===== config.mk =====
export PLATFORM = sky130hd
export DESIGN_NAME = audioTop
export DESIGN_NICKNAME = d
export VERILOG_FILES = /design/src/hdl/audioPkg.sv /design/src/hdl/toneIf.sv /design/src/hdl/audioTop.sv /design/src/hdl/cueArbiter.sv /design/src/hdl/eventDetect.sv /design/src/hdl/noteSequencer.sv /design/src/hdl/toneGen.sv
export VERILOG_INCLUDE_DIRS = /design/src /design/src/hdl
export SDC_FILE = /design/constraint.sdc
export NUM_CORES = 1
export LEC_CHECK = 0
export ABC_AREA = 1
export BUFFER_PORTS_ARGS = -buffer_cell sky130_fd_sc_hd__buf_2
export CAP_MARGIN = 15
export CORE_UTILIZATION = 44
export DETAILED_ROUTE_END_ITERATION = 12
export MAX_ROUTING_LAYER = met4
export PLACE_DENSITY = 0.67
export SLEW_MARGIN = 15
export SYNTH_ARGS = -nofsm -noshare
export SYNTH_HDL_FRONTEND = slang
export SYNTH_SLANG_ARGS = --single-unit
export TNS_END_PERCENT = 30

===== constraint.sdc =====
create_clock -name clk -period 1.83 [get_ports clk]
set_clock_uncertainty 0.15 [all_clocks]
set_input_delay 0.366 -clock clk [delete_from_list [all_inputs] [get_ports clk]]
set_output_delay 0.366 -clock clk [all_outputs]
set_load 0.05 [all_outputs]

===== src/hdl/audio_defs.svh =====
`ifndef AUDIO_DEFS_SVH
`define AUDIO_DEFS_SVH

// Clock cycles spent on each melody note.
`define SND_NOTE_CYCLES 64

// Bits in a half-period count.
`define SND_HP_WIDTH 8

// Jump melody of two rising notes.
`define SND_JUMP_HP0 6
`define SND_JUMP_HP1 4

// Win melody of four climbing notes.
`define SND_WIN_HP0 8
`define SND_WIN_HP1 6
`define SND_WIN_HP2 5
`define SND_WIN_HP3 4

// Lose melody of three falling notes.
`define SND_LOSE_HP0 5
`define SND_LOSE_HP1 7
`define SND_LOSE_HP2 10

// Half periods are in clock cycles and must be at least 2.

`endif


===== src/hdl/audioPkg.sv =====
`default_nettype none

package audioPkg;

    // Phase of the game as reported by the game logic.
    typedef enum logic [1:0] {
        STATE_MENU    = 2'd0,
        STATE_PLAYING = 2'd1,
        STATE_DEAD    = 2'd2,
        STATE_WIN     = 2'd3
    } gameState_t;

    // Sound effect currently requested or sounding.
    typedef enum logic [1:0] {
        FX_NONE = 2'd0,
        FX_JUMP = 2'd1,
        FX_WIN  = 2'd2,
        FX_LOSE = 2'd3
    } effect_t;

    // Position within a melody. Four notes at most.
    typedef logic [1:0] noteIdx_t;

endpackage

`default_nettype wire


===== src/hdl/toneIf.sv =====
`include "audio_defs.svh"

`default_nettype none

interface toneIf;

    logic                     load;       // New half period valid.
    logic [`SND_HP_WIDTH-1:0] halfPeriod;
    logic                     active;     // Level, high while a melody sounds.
    logic                     restart;    // First note of a melody.

    modport seq (
        output load,
        output halfPeriod,
        output active,
        output restart
    );

    modport gen (
        input  load,
        input  halfPeriod,
        input  active,
        input  restart
    );

endinterface

`default_nettype wire


===== src/hdl/audioTop.sv =====
`default_nettype none

module audioTop (
    input  logic                 clk,
    input  logic                 arstN,
    input  logic                 jumpForward,
    input  logic                 jumpBackward,
    input  logic                 jumpRight,
    input  logic                 jumpLeft,
    input  logic                 winIn,
    input  logic                 loseIn,
    input  audioPkg::gameState_t gameState,
    output logic                 sound,
    output logic                 playing,
    output audioPkg::effect_t    activeEffect
);

    logic              jumpReq;
    logic              winReq;
    logic              loseReq;
    logic              start;
    logic              done;
    audioPkg::effect_t startEffect;

    toneIf toneBus ();

    eventDetect u_eventDetect (
        .clk          (clk),
        .arstN        (arstN),
        .jumpForward  (jumpForward),
        .jumpBackward (jumpBackward),
        .jumpRight    (jumpRight),
        .jumpLeft     (jumpLeft),
        .winIn        (winIn),
        .loseIn       (loseIn),
        .gameState    (gameState),
        .jumpReq      (jumpReq),
        .winReq       (winReq),
        .loseReq      (loseReq)
    );

    cueArbiter u_cueArbiter (
        .clk          (clk),
        .arstN        (arstN),
        .jumpReq      (jumpReq),
        .winReq       (winReq),
        .loseReq      (loseReq),
        .done         (done),
        .start        (start),
        .startEffect  (startEffect),
        .activeEffect (activeEffect),
        .playing      (playing)
    );

    noteSequencer u_noteSequencer (
        .clk         (clk),
        .arstN       (arstN),
        .start       (start),
        .startEffect (startEffect),
        .done        (done),
        .tone        (toneBus.seq)
    );

    toneGen u_toneGen (
        .clk   (clk),
        .arstN (arstN),
        .tone  (toneBus.gen),
        .sound (sound)
    );

endmodule

`default_nettype wire


===== src/hdl/cueArbiter.sv =====
`default_nettype none

module cueArbiter (
    input  logic              clk,
    input  logic              arstN,
    input  logic              jumpReq,
    input  logic              winReq,
    input  logic              loseReq,
    input  logic              done,
    output logic              start,
    output audioPkg::effect_t startEffect,
    output audioPkg::effect_t activeEffect,
    output logic              playing
);

    logic              anyReq;
    audioPkg::effect_t chosen;

    assign anyReq = jumpReq | winReq | loseReq;

    // Jump beats win, win beats lose.
    always_comb begin
        if (jumpReq) begin
            chosen = audioPkg::FX_JUMP;
        end else if (winReq) begin
            chosen = audioPkg::FX_WIN;
        end else if (loseReq) begin
            chosen = audioPkg::FX_LOSE;
        end else begin
            chosen = audioPkg::FX_NONE;
        end
    end

    always_ff @(posedge clk or negedge arstN) begin
        if (!arstN) begin
            start       <= 1'b0;
            startEffect <= audioPkg::FX_NONE;
        end else begin
            start <= anyReq;
            if (anyReq) begin
                startEffect <= chosen;
            end
        end
    end

    // A start always wins over a done in the same cycle.
    always_ff @(posedge clk or negedge arstN) begin
        if (!arstN) begin
            activeEffect <= audioPkg::FX_NONE;
            playing      <= 1'b0;
        end else if (start) begin
            activeEffect <= startEffect;
            playing      <= 1'b1;
        end else if (done) begin
            activeEffect <= audioPkg::FX_NONE;
            playing      <= 1'b0;
        end
    end

endmodule

`default_nettype wire


===== src/hdl/eventDetect.sv =====
`default_nettype none

module eventDetect (
    input  logic                 clk,
    input  logic                 arstN,
    input  logic                 jumpForward,
    input  logic                 jumpBackward,
    input  logic                 jumpRight,
    input  logic                 jumpLeft,
    input  logic                 winIn,
    input  logic                 loseIn,
    input  audioPkg::gameState_t gameState,
    output logic                 jumpReq,
    output logic                 winReq,
    output logic                 loseReq
);

    logic anyJump;
    logic jumpReg;
    logic winReg;
    logic loseReg;
    logic jumpPrev;
    logic winPrev;
    logic losePrev;
    audioPkg::gameState_t stateReg;

    assign anyJump = jumpForward | jumpBackward | jumpRight | jumpLeft;

    // Inputs sampled once, then delayed a cycle for edge detection.
    always_ff @(posedge clk or negedge arstN) begin
        if (!arstN) begin
            jumpReg  <= 1'b0;
            winReg   <= 1'b0;
            loseReg  <= 1'b0;
            jumpPrev <= 1'b0;
            winPrev  <= 1'b0;
            losePrev <= 1'b0;
            stateReg <= audioPkg::STATE_MENU;
        end else begin
            jumpReg  <= anyJump;
            winReg   <= winIn;
            loseReg  <= loseIn;
            jumpPrev <= jumpReg;
            winPrev  <= winReg;
            losePrev <= loseReg;
            stateReg <= gameState;
        end
    end

    // Jumps only make noise during play.
    assign jumpReq = jumpReg & ~jumpPrev & (stateReg == audioPkg::STATE_PLAYING);
    assign winReq  = winReg & ~winPrev;
    assign loseReq = loseReg & ~losePrev;

endmodule

`default_nettype wire


===== src/hdl/noteSequencer.sv =====
`include "audio_defs.svh"

`default_nettype none

module noteSequencer (
    input  logic              clk,
    input  logic              arstN,
    input  logic              start,
    input  audioPkg::effect_t startEffect,
    output logic              done,
    toneIf.seq                tone
);

    localparam int CntWidth = $clog2(`SND_NOTE_CYCLES);
    localparam logic [CntWidth-1:0] NoteLast = CntWidth'(`SND_NOTE_CYCLES - 1);

    audioPkg::effect_t   effect;
    audioPkg::noteIdx_t  noteIdx;
    audioPkg::noteIdx_t  nextIdx;
    logic [CntWidth-1:0] noteCnt;
    logic                noteEnd;
    logic                lastNote;

    // Note table of every effect.
    function automatic logic [`SND_HP_WIDTH-1:0] notePeriod(
        input audioPkg::effect_t  fx,
        input audioPkg::noteIdx_t idx
    );
        logic [`SND_HP_WIDTH-1:0] hp;
        hp = '0;
        case (fx)
            audioPkg::FX_JUMP: begin
                case (idx)
                    2'd0:    hp = `SND_HP_WIDTH'(`SND_JUMP_HP0);
                    default: hp = `SND_HP_WIDTH'(`SND_JUMP_HP1);
                endcase
            end
            audioPkg::FX_WIN: begin
                case (idx)
                    2'd0:    hp = `SND_HP_WIDTH'(`SND_WIN_HP0);
                    2'd1:    hp = `SND_HP_WIDTH'(`SND_WIN_HP1);
                    2'd2:    hp = `SND_HP_WIDTH'(`SND_WIN_HP2);
                    default: hp = `SND_HP_WIDTH'(`SND_WIN_HP3);
                endcase
            end
            audioPkg::FX_LOSE: begin
                case (idx)
                    2'd0:    hp = `SND_HP_WIDTH'(`SND_LOSE_HP0);
                    2'd1:    hp = `SND_HP_WIDTH'(`SND_LOSE_HP1);
                    default: hp = `SND_HP_WIDTH'(`SND_LOSE_HP2);
                endcase
            end
            default: hp = '0;
        endcase
        return hp;
    endfunction

    // Index of the final note of each melody.
    function automatic audioPkg::noteIdx_t lastIdx(input audioPkg::effect_t fx);
        case (fx)
            audioPkg::FX_JUMP: return 2'd1;
            audioPkg::FX_WIN:  return 2'd3;
            audioPkg::FX_LOSE: return 2'd2;
            default:           return 2'd0;
        endcase
    endfunction

    assign nextIdx  = noteIdx + 1'b1;
    assign noteEnd  = tone.active && (noteCnt == '0);
    assign lastNote = (noteIdx == lastIdx(effect));
    assign done     = noteEnd && lastNote; // Last cycle of last note.

    always_ff @(posedge clk or negedge arstN) begin
        if (!arstN) begin
            effect       <= audioPkg::FX_NONE;
            noteIdx      <= '0;
            noteCnt      <= '0;
            tone.load    <= 1'b0;
            tone.restart <= 1'b0;
            tone.active  <= 1'b0;
        end else begin
            tone.load    <= 1'b0;
            tone.restart <= 1'b0;
            if (start) begin
                effect       <= startEffect;
                noteIdx      <= '0;
                noteCnt      <= NoteLast;
                tone.load    <= 1'b1;
                tone.restart <= 1'b1;
                tone.active  <= (startEffect != audioPkg::FX_NONE);
            end else if (noteEnd) begin
                if (lastNote) begin
                    tone.active <= 1'b0;
                end else begin
                    noteIdx   <= nextIdx;
                    noteCnt   <= NoteLast;
                    tone.load <= 1'b1;
                end
            end else if (tone.active) begin
                noteCnt <= noteCnt - 1'b1;
            end
        end
    end

    always_ff @(posedge clk) begin
        if (start) begin
            tone.halfPeriod <= notePeriod(startEffect, '0);
        end else if (noteEnd && !lastNote) begin
            tone.halfPeriod <= notePeriod(effect, nextIdx);
        end
    end

endmodule

`default_nettype wire


===== src/hdl/toneGen.sv =====
`include "audio_defs.svh"

`default_nettype none

module toneGen (
    input  logic clk,
    input  logic arstN,
    toneIf.gen   tone,
    output logic sound
);

    logic [`SND_HP_WIDTH-1:0] halfCnt;
    logic                     phase;

    // The load edge itself counts as the first cycle of a half period,
    // so the count starts two short of the half period.
    always_ff @(posedge clk or negedge arstN) begin
        if (!arstN) begin
            halfCnt <= '0;
            phase   <= 1'b0;
        end else if (tone.load) begin
            halfCnt <= tone.halfPeriod - `SND_HP_WIDTH'(2);
            if (tone.restart) begin
                phase <= 1'b0;
            end
        end else if (tone.active) begin
            if (halfCnt == '0) begin
                phase   <= ~phase;
                halfCnt <= tone.halfPeriod - `SND_HP_WIDTH'(1);
            end else begin
                halfCnt <= halfCnt - 1'b1;
            end
        end else begin
            phase <= 1'b0; // Idle wave rests low.
        end
    end

    // Old phase is masked while a restart is still in flight.
    assign sound = tone.active & ~tone.restart & phase;

endmodule

`default_nettype wire


# After elaboration in Yosys (flattened, before gate mapping)
# Index checks and enable logic that the tools add are counted.
# W data, S select, Z words.
# totals
ff_bits	44
inputBits	10
out_inout_bits	4
wordCells	109
# op_classes
add_sub_neg	5
n_eq_ne	14
n_mux	36
n_bitwise	16
n_reduce_logical	18
# op_table
cell	n
$mux W8	5
$mux W6	4
$pmux W4 S3	2
$pmux W8 S3	1
$mux W2	9
$sub A8 B1 Y8 const B	2
$mux W1	13
$reduce_bool A2 Y1	6
$eq A2 B2 Y1 const B	5
$eq A2 B1 Y1 const B	4
$logic_not A8 Y1	1
$pmux W4 S2	1
$reduce_and A2 Y1	4
$sub A8 B2 Y8 const B	1
$and A1 B1 Y1	6
$logic_not A6 Y1	1
$pmux W2 S3	1
$sub A6 B1 Y6 const B	1
$not A1 Y1	5
$or A1 B1 Y1	5
$ne A2 B2 Y1 const B	2
$logic_and A1 B1 Y1	3
$ne A3 B1 Y1 const B	1
$ne A3 B3 Y1 const B	1
5 further kinds	5

# Longest topological paths before layout
# logic_depth
ltp_word	7
depth_mapped	12
mapped_depth_nobuf	12

# Hierarchy
# Synthesis repeated with hierarchy kept, for this count alone.
# hier_totals
hier_cells	306
hier_area_um2	2378.5
# modules_own_cells
module	n_inst	cells_per_inst	area_each_um2	seq_area_each_um2
noteSequencer	1	136	1114.8	445.4
toneGen	1	127	797.0	225.2
eventDetect	1	20	247.7	200.2
cueArbiter	1	23	219.0	150.1

# Worst setup path before layout
# Ideal clock, no wire load.
# synth_timing
path_type	register to output
startpoint	register u_noteSequencer.tone.active
endpoint	output sound
t_arrival_ps	1560
required_ps	1314
path_slack_ps	-246
stages_incl_launch_ff	3
path_buffers	0
path_cell_list	dfrtp_1 -> inv_1 -> nor3_1
# synth_between
elab_chain_len	2
# synth_rtl
element	line	source
start, declared	toneIf.sv:15	output active,
start signal, assigned	noteSequencer.sv:90	tone.active <= (startEffect != audioPkg::FX_NONE);
$and A1 B1 Y1 (2 in series)	toneGen.sv:39	assign sound = tone.active & ~tone.restart & phase;
end, declared	audioTop.sv:13	output logic sound,
# No other way between the ends.

# Worst setup path in the final report
# layout_timing
startpoint	register u_noteSequencer.effect[0]
endpoint	register u_noteSequencer.noteCnt[2]
# layout_between
elab_chain_len	5
elab_cells_between_ends	7
classes_between	eq/ne: 5; mux: 1; reduce/logical: 1
# layout_rtl
element	line	source
start, declared	noteSequencer.sv:17	audioPkg::effect_t effect;
start signal, assigned	noteSequencer.sv:75	effect <= audioPkg::FX_NONE;
start signal, assigned	noteSequencer.sv:85	effect <= startEffect;
$eq A2 B2 Y1 or $eq A2 B1 Y1 (tied branches)	noteSequencer.sv:60	case (fx)
$pmux W2 S3 (*)	noteSequencer.sv:60	
$eq A2 B2 Y1 (*)	noteSequencer.sv:70	assign lastNote = (noteIdx == lastIdx(effect));
$ne A3 B3 Y1 (no line) (*)	--	
$reduce_and A2 Y1 (no line) (*)	--	
end signal, assigned	noteSequencer.sv:87	noteCnt <= NoteLast;
end signal, assigned	noteSequencer.sv:96	noteCnt <= NoteLast;
end signal, assigned	noteSequencer.sv:100	noteCnt <= noteCnt - 1'b1;
end, declared	noteSequencer.sv:20	logic [CntWidth-1:0] noteCnt;
# Mark *: on every way between the ends. The rest lies on a longest branch, timed or not.
# A chain may end at the register's enable or synchronous reset.

==> impl_results.md <==
- Status: finished, final reports clean
- All-Layer GR Usage: between 15 and 20%
- Class of the worst hold path: in -> reg
- #FFs+latches synth: 40
- Worst path required time: around 1.9 ns
- Critical Path Fanout Max: 5
- Maxcap violations: 0
- Commonest cells in the netlist: dfrtp_1 (36), inv_1 (35), nand2_1 (34), nor2_1 (17), nand3_1 (16)
- Vias: 1728
- NetSw: around 0.0012 W
- Fill count: between 300 and 400
- Std-Cell Rows: 25
- Worst path arrival time: 1.86 ns
- Multi-input logic area: about 1100 µm²
- Max frequency: approximately 0.55 GHz
- Area Growth Syn to Fin: 28.5%
- Flop pwr share: between 30% and 40%
- Setup TNS: 0 ns
- Final #Nets: between 300 and 400
- YS warnings: 0
- Routability congestion estimate: between 0.9 and 1
- Netlist cell types: 34
- Crit-path slowest cell: dfrtp_2
- Max IR drop VDD: around 580 µV
- Setup ws final: 0.00688 ns
- Boundary Pins: 14
- Layout cell share with drive strength beyond 1: around a third
- FF+latch area: about 1000 µm²
- Antenna Cells: 0
- Hold WS: about 0.026 ns
- Top cells by area, synth: dfrtp_1 (42%), ha_1 (7.6%), inv_1 (6.1%), nand2_1 (5.9%), edfxtp_1 (5.6%)
- Combinational fraction of design power: 40.6%
- Core Region: approximately 4700 µm²
- Final setup viols: 0
- Die ar.: between 5000 and 6000 µm²
- Port Buffers: 13
- Switching Share: 37.6%
- Initial Util: a little under half
- Die width: around 72 µm
- Post-synth top area cell: dfrtp_1
- Share of the synthesized area in the top cell type: between 40% and 50%
- Max Root-Sink Buffers: 2
- Fin crit share: 99.6%
- DR WL/cell: between 10 and 15 µm
- PwrDens: 1200 nW/µm²
- DRT antenna net count: 0
- Count leader, synth: dfrtp_1
- Synth Flop Type: dfrtp_1
- Netlist Area Pre-Place: approximately 2200 µm²
- Register area share after synthesis: a little under half
- Syn nets: around 260
- Post-synth EDFFs: 4
- Die height: roughly 72 µm
- Slew Viols, Final: 0
- Drt via density: 4.97
- Final critical path time including I/O delays and setup: approximately 1.8 ns
- Endpoints failing hold: 0
- Dpl cells: around 340
- Global-route wire length before repair: around 7500 µm
- Leakage power: 1.36 nW
- DR pass1 iterations: 4
- DRC: 0
- Crit-path cells: inv_4 > ha_4 > inv_4 > a21oi_2 > nor2_1 > nand2_2 > nor2_4 > nor2_4 > nor2_8 > o21ai_1 > nand3_2
- Worst slack, placed: -0.0654 ns
- Final WL: roughly 4500 µm
- Crit path max-delay family: simple AND/OR/NAND/NOR gates
- Normalized max-slew margin: slightly above 70%
- RSZ-0062 raised after global routing: true
- CP peak stage delay: about 0.46 ns
- Global route overflow: 0
- Util after Layout: about three fifths
- Fin cells: between 300 and 400
- Mapped Cells: approximately 240
- TritonCTS clock tree: built
- CP Buf/Inv Count: 2
- Worst-margin pin slew: ~0.42 ns
- Startpoint types: register
- Int Pwr: between 0.002 and 0.0025 W
- Vias in the first global route: ~1700
- WS Path Type: reg -> reg
- Clk pwr share: between 20% and 30%
- DP HPWL: 3150 µm
- Clock Latency Late Sink: 0.30 ns
- Worst setup EP type: register
- H-tree levels: 2
- Clock sink total: 40
- Root buf cell: clkbuf_8
- Initial antenna violation count: 0
- Largest net degree at the start of global routing: 21
- Initial DRC Count: 67
- Mean Syn Cell Area: ~9 µm²
- CTS Buf Count: 5
- CTS clk-pin slew, worst paths: around 0.080 ns
- Asr flop ratio synth: between 90% and 100%
## worst register-to-register path, cell delays in order (launching register included)
cell	delay (ns)
dfrtp_2	0.46
inv_4	0.10
ha_4	0.17
inv_4	0.04
a21oi_2	0.12
nor2_1	0.06
nand2_2	0.10
nor2_4	0.06
nor2_4	0.17
nor2_8	0.07
o21ai_1	0.16
nand3_2	0.07
## cells in the final DEF, fill, tap and decap left out, types with 3 or more instances in the layout
cell type,instances
nor2_2,3
ha_4,3
clkbuf_8,5
nor2_1,14
o21ai_0,12
buf_4,24
dfrtp_1,34
nand3_2,4
xor2_1,3
o21ai_1,7
inv_2,6
a21oi_1,10
ha_1,9
buf_2,12
nand3_1,13
nand2_4,6
o22ai_1,4
nor2_4,6
nand2_2,3
inv_4,4
edfxtp_1,4
inv_1,31
nand2_1,32
## layout make-up
type | count | share of cell area [%]
Sequential cell | 40 | 37.0
Tap cell | 67 | 3.03
Multi-Input combinational cell | 154 | 40.1
Timing Repair Buffer | 39 | 10.2
Inverter | 40 | 5.70
Clock inverter | 3 | 1.49
Clock buffer | 5 | 2.49
## path summary, 6_finish.rpt
check | startpoint | endpoint | slack [ns] | cells past startpoint
worst min-delay path | gameState[1] | u_eventDetect.stateReg[1] | 0.03 | 1
worst max-delay path | u_noteSequencer.effect[0] | u_noteSequencer.noteCnt[2] | 0.007 | 11
worst min register to register | u_eventDetect.loseReg | u_eventDetect.losePrev | 0.23 | 0
max in group asynchronous | arstN | u_noteSequencer.effect[1] | 0.70 | 3
min in group asynchronous | arstN | u_noteSequencer.noteCnt[3] | 0.37 | 2
worst max register to register | u_noteSequencer.effect[0] | u_noteSequencer.noteCnt[2] | 0.007 | 11
## flip-flops by register name, summed over array words and instances, names as in the netlist, 2 cells and up
name and count:
u_noteSequencer.effect 2, u_noteSequencer.noteIdx 2, u_toneGen.halfCnt 8, u_noteSequencer.noteCnt 6
u_eventDetect.stateReg 2, u_noteSequencer.tone.halfPeriod 4, u_cueArbiter.startEffect 2, u_cueArbiter.activeEffect 2
## layer usage
metal / wire length (µm) / track usage, % / share of wire (%) / up-vias
li1: - / - / - / 859
met1: 2040 / 23.4 / 46 / 832
met2: 2280 / 32.6 / 51 / 29
met3: 111 / 5.00 / 2.5 / 8
met4: 42 / 5.88 / 0.94 / 0
met5: 0 / - / 0 / -
## kinds of logic after synthesis
group           count (synthesis)  synth area share, %
simple gates                   93                 23.6
compound gates                 44                 12.6
buf+inv                        41                 7.16
flops                          40                 47.5
fa+ha+maj                      13                 7.56
xor+xnor                        4                 1.63
## power by group through the flow
stage	clock network (W)	logic [W]	registers, W
2_1_floorplan	0	0.000771	0.00123
3_3_place_gp	0	0.00119	0.00121
3_5_place_dp	0	0.00120	0.00121
4_1_cts	0.000754	0.00124	0.00120
5_1_grt	0.000784	0.00149	0.00125
6_report	0.000742	0.00135	0.00123
## metrics by stage
| step | cell area [µm²] | total power (W) |
|---|---|---|
| 2_1_floorplan | 2160 | 0.00200 |
| 6_report | 2760 | 0.00331 |
| 4_1_cts | 2660 | 0.00319 |
| 3_5_place_dp | 2490 | 0.00241 |
| 5_1_grt | 2760 | 0.00352 |
| 3_3_place_gp | 2490 | 0.00240 |
## what timing repair did
item / in CTS / in global routing
resized for setup: 13 / 25
pin swaps: 7 / 14
endpoints found under the setup margin: 10 / 21
hold endpoints to repair: 16 / 0
setup buffers: 0 / 2
hold buffers: 1 / 0
Note: power is estimated with default switching activity, not from simulation.
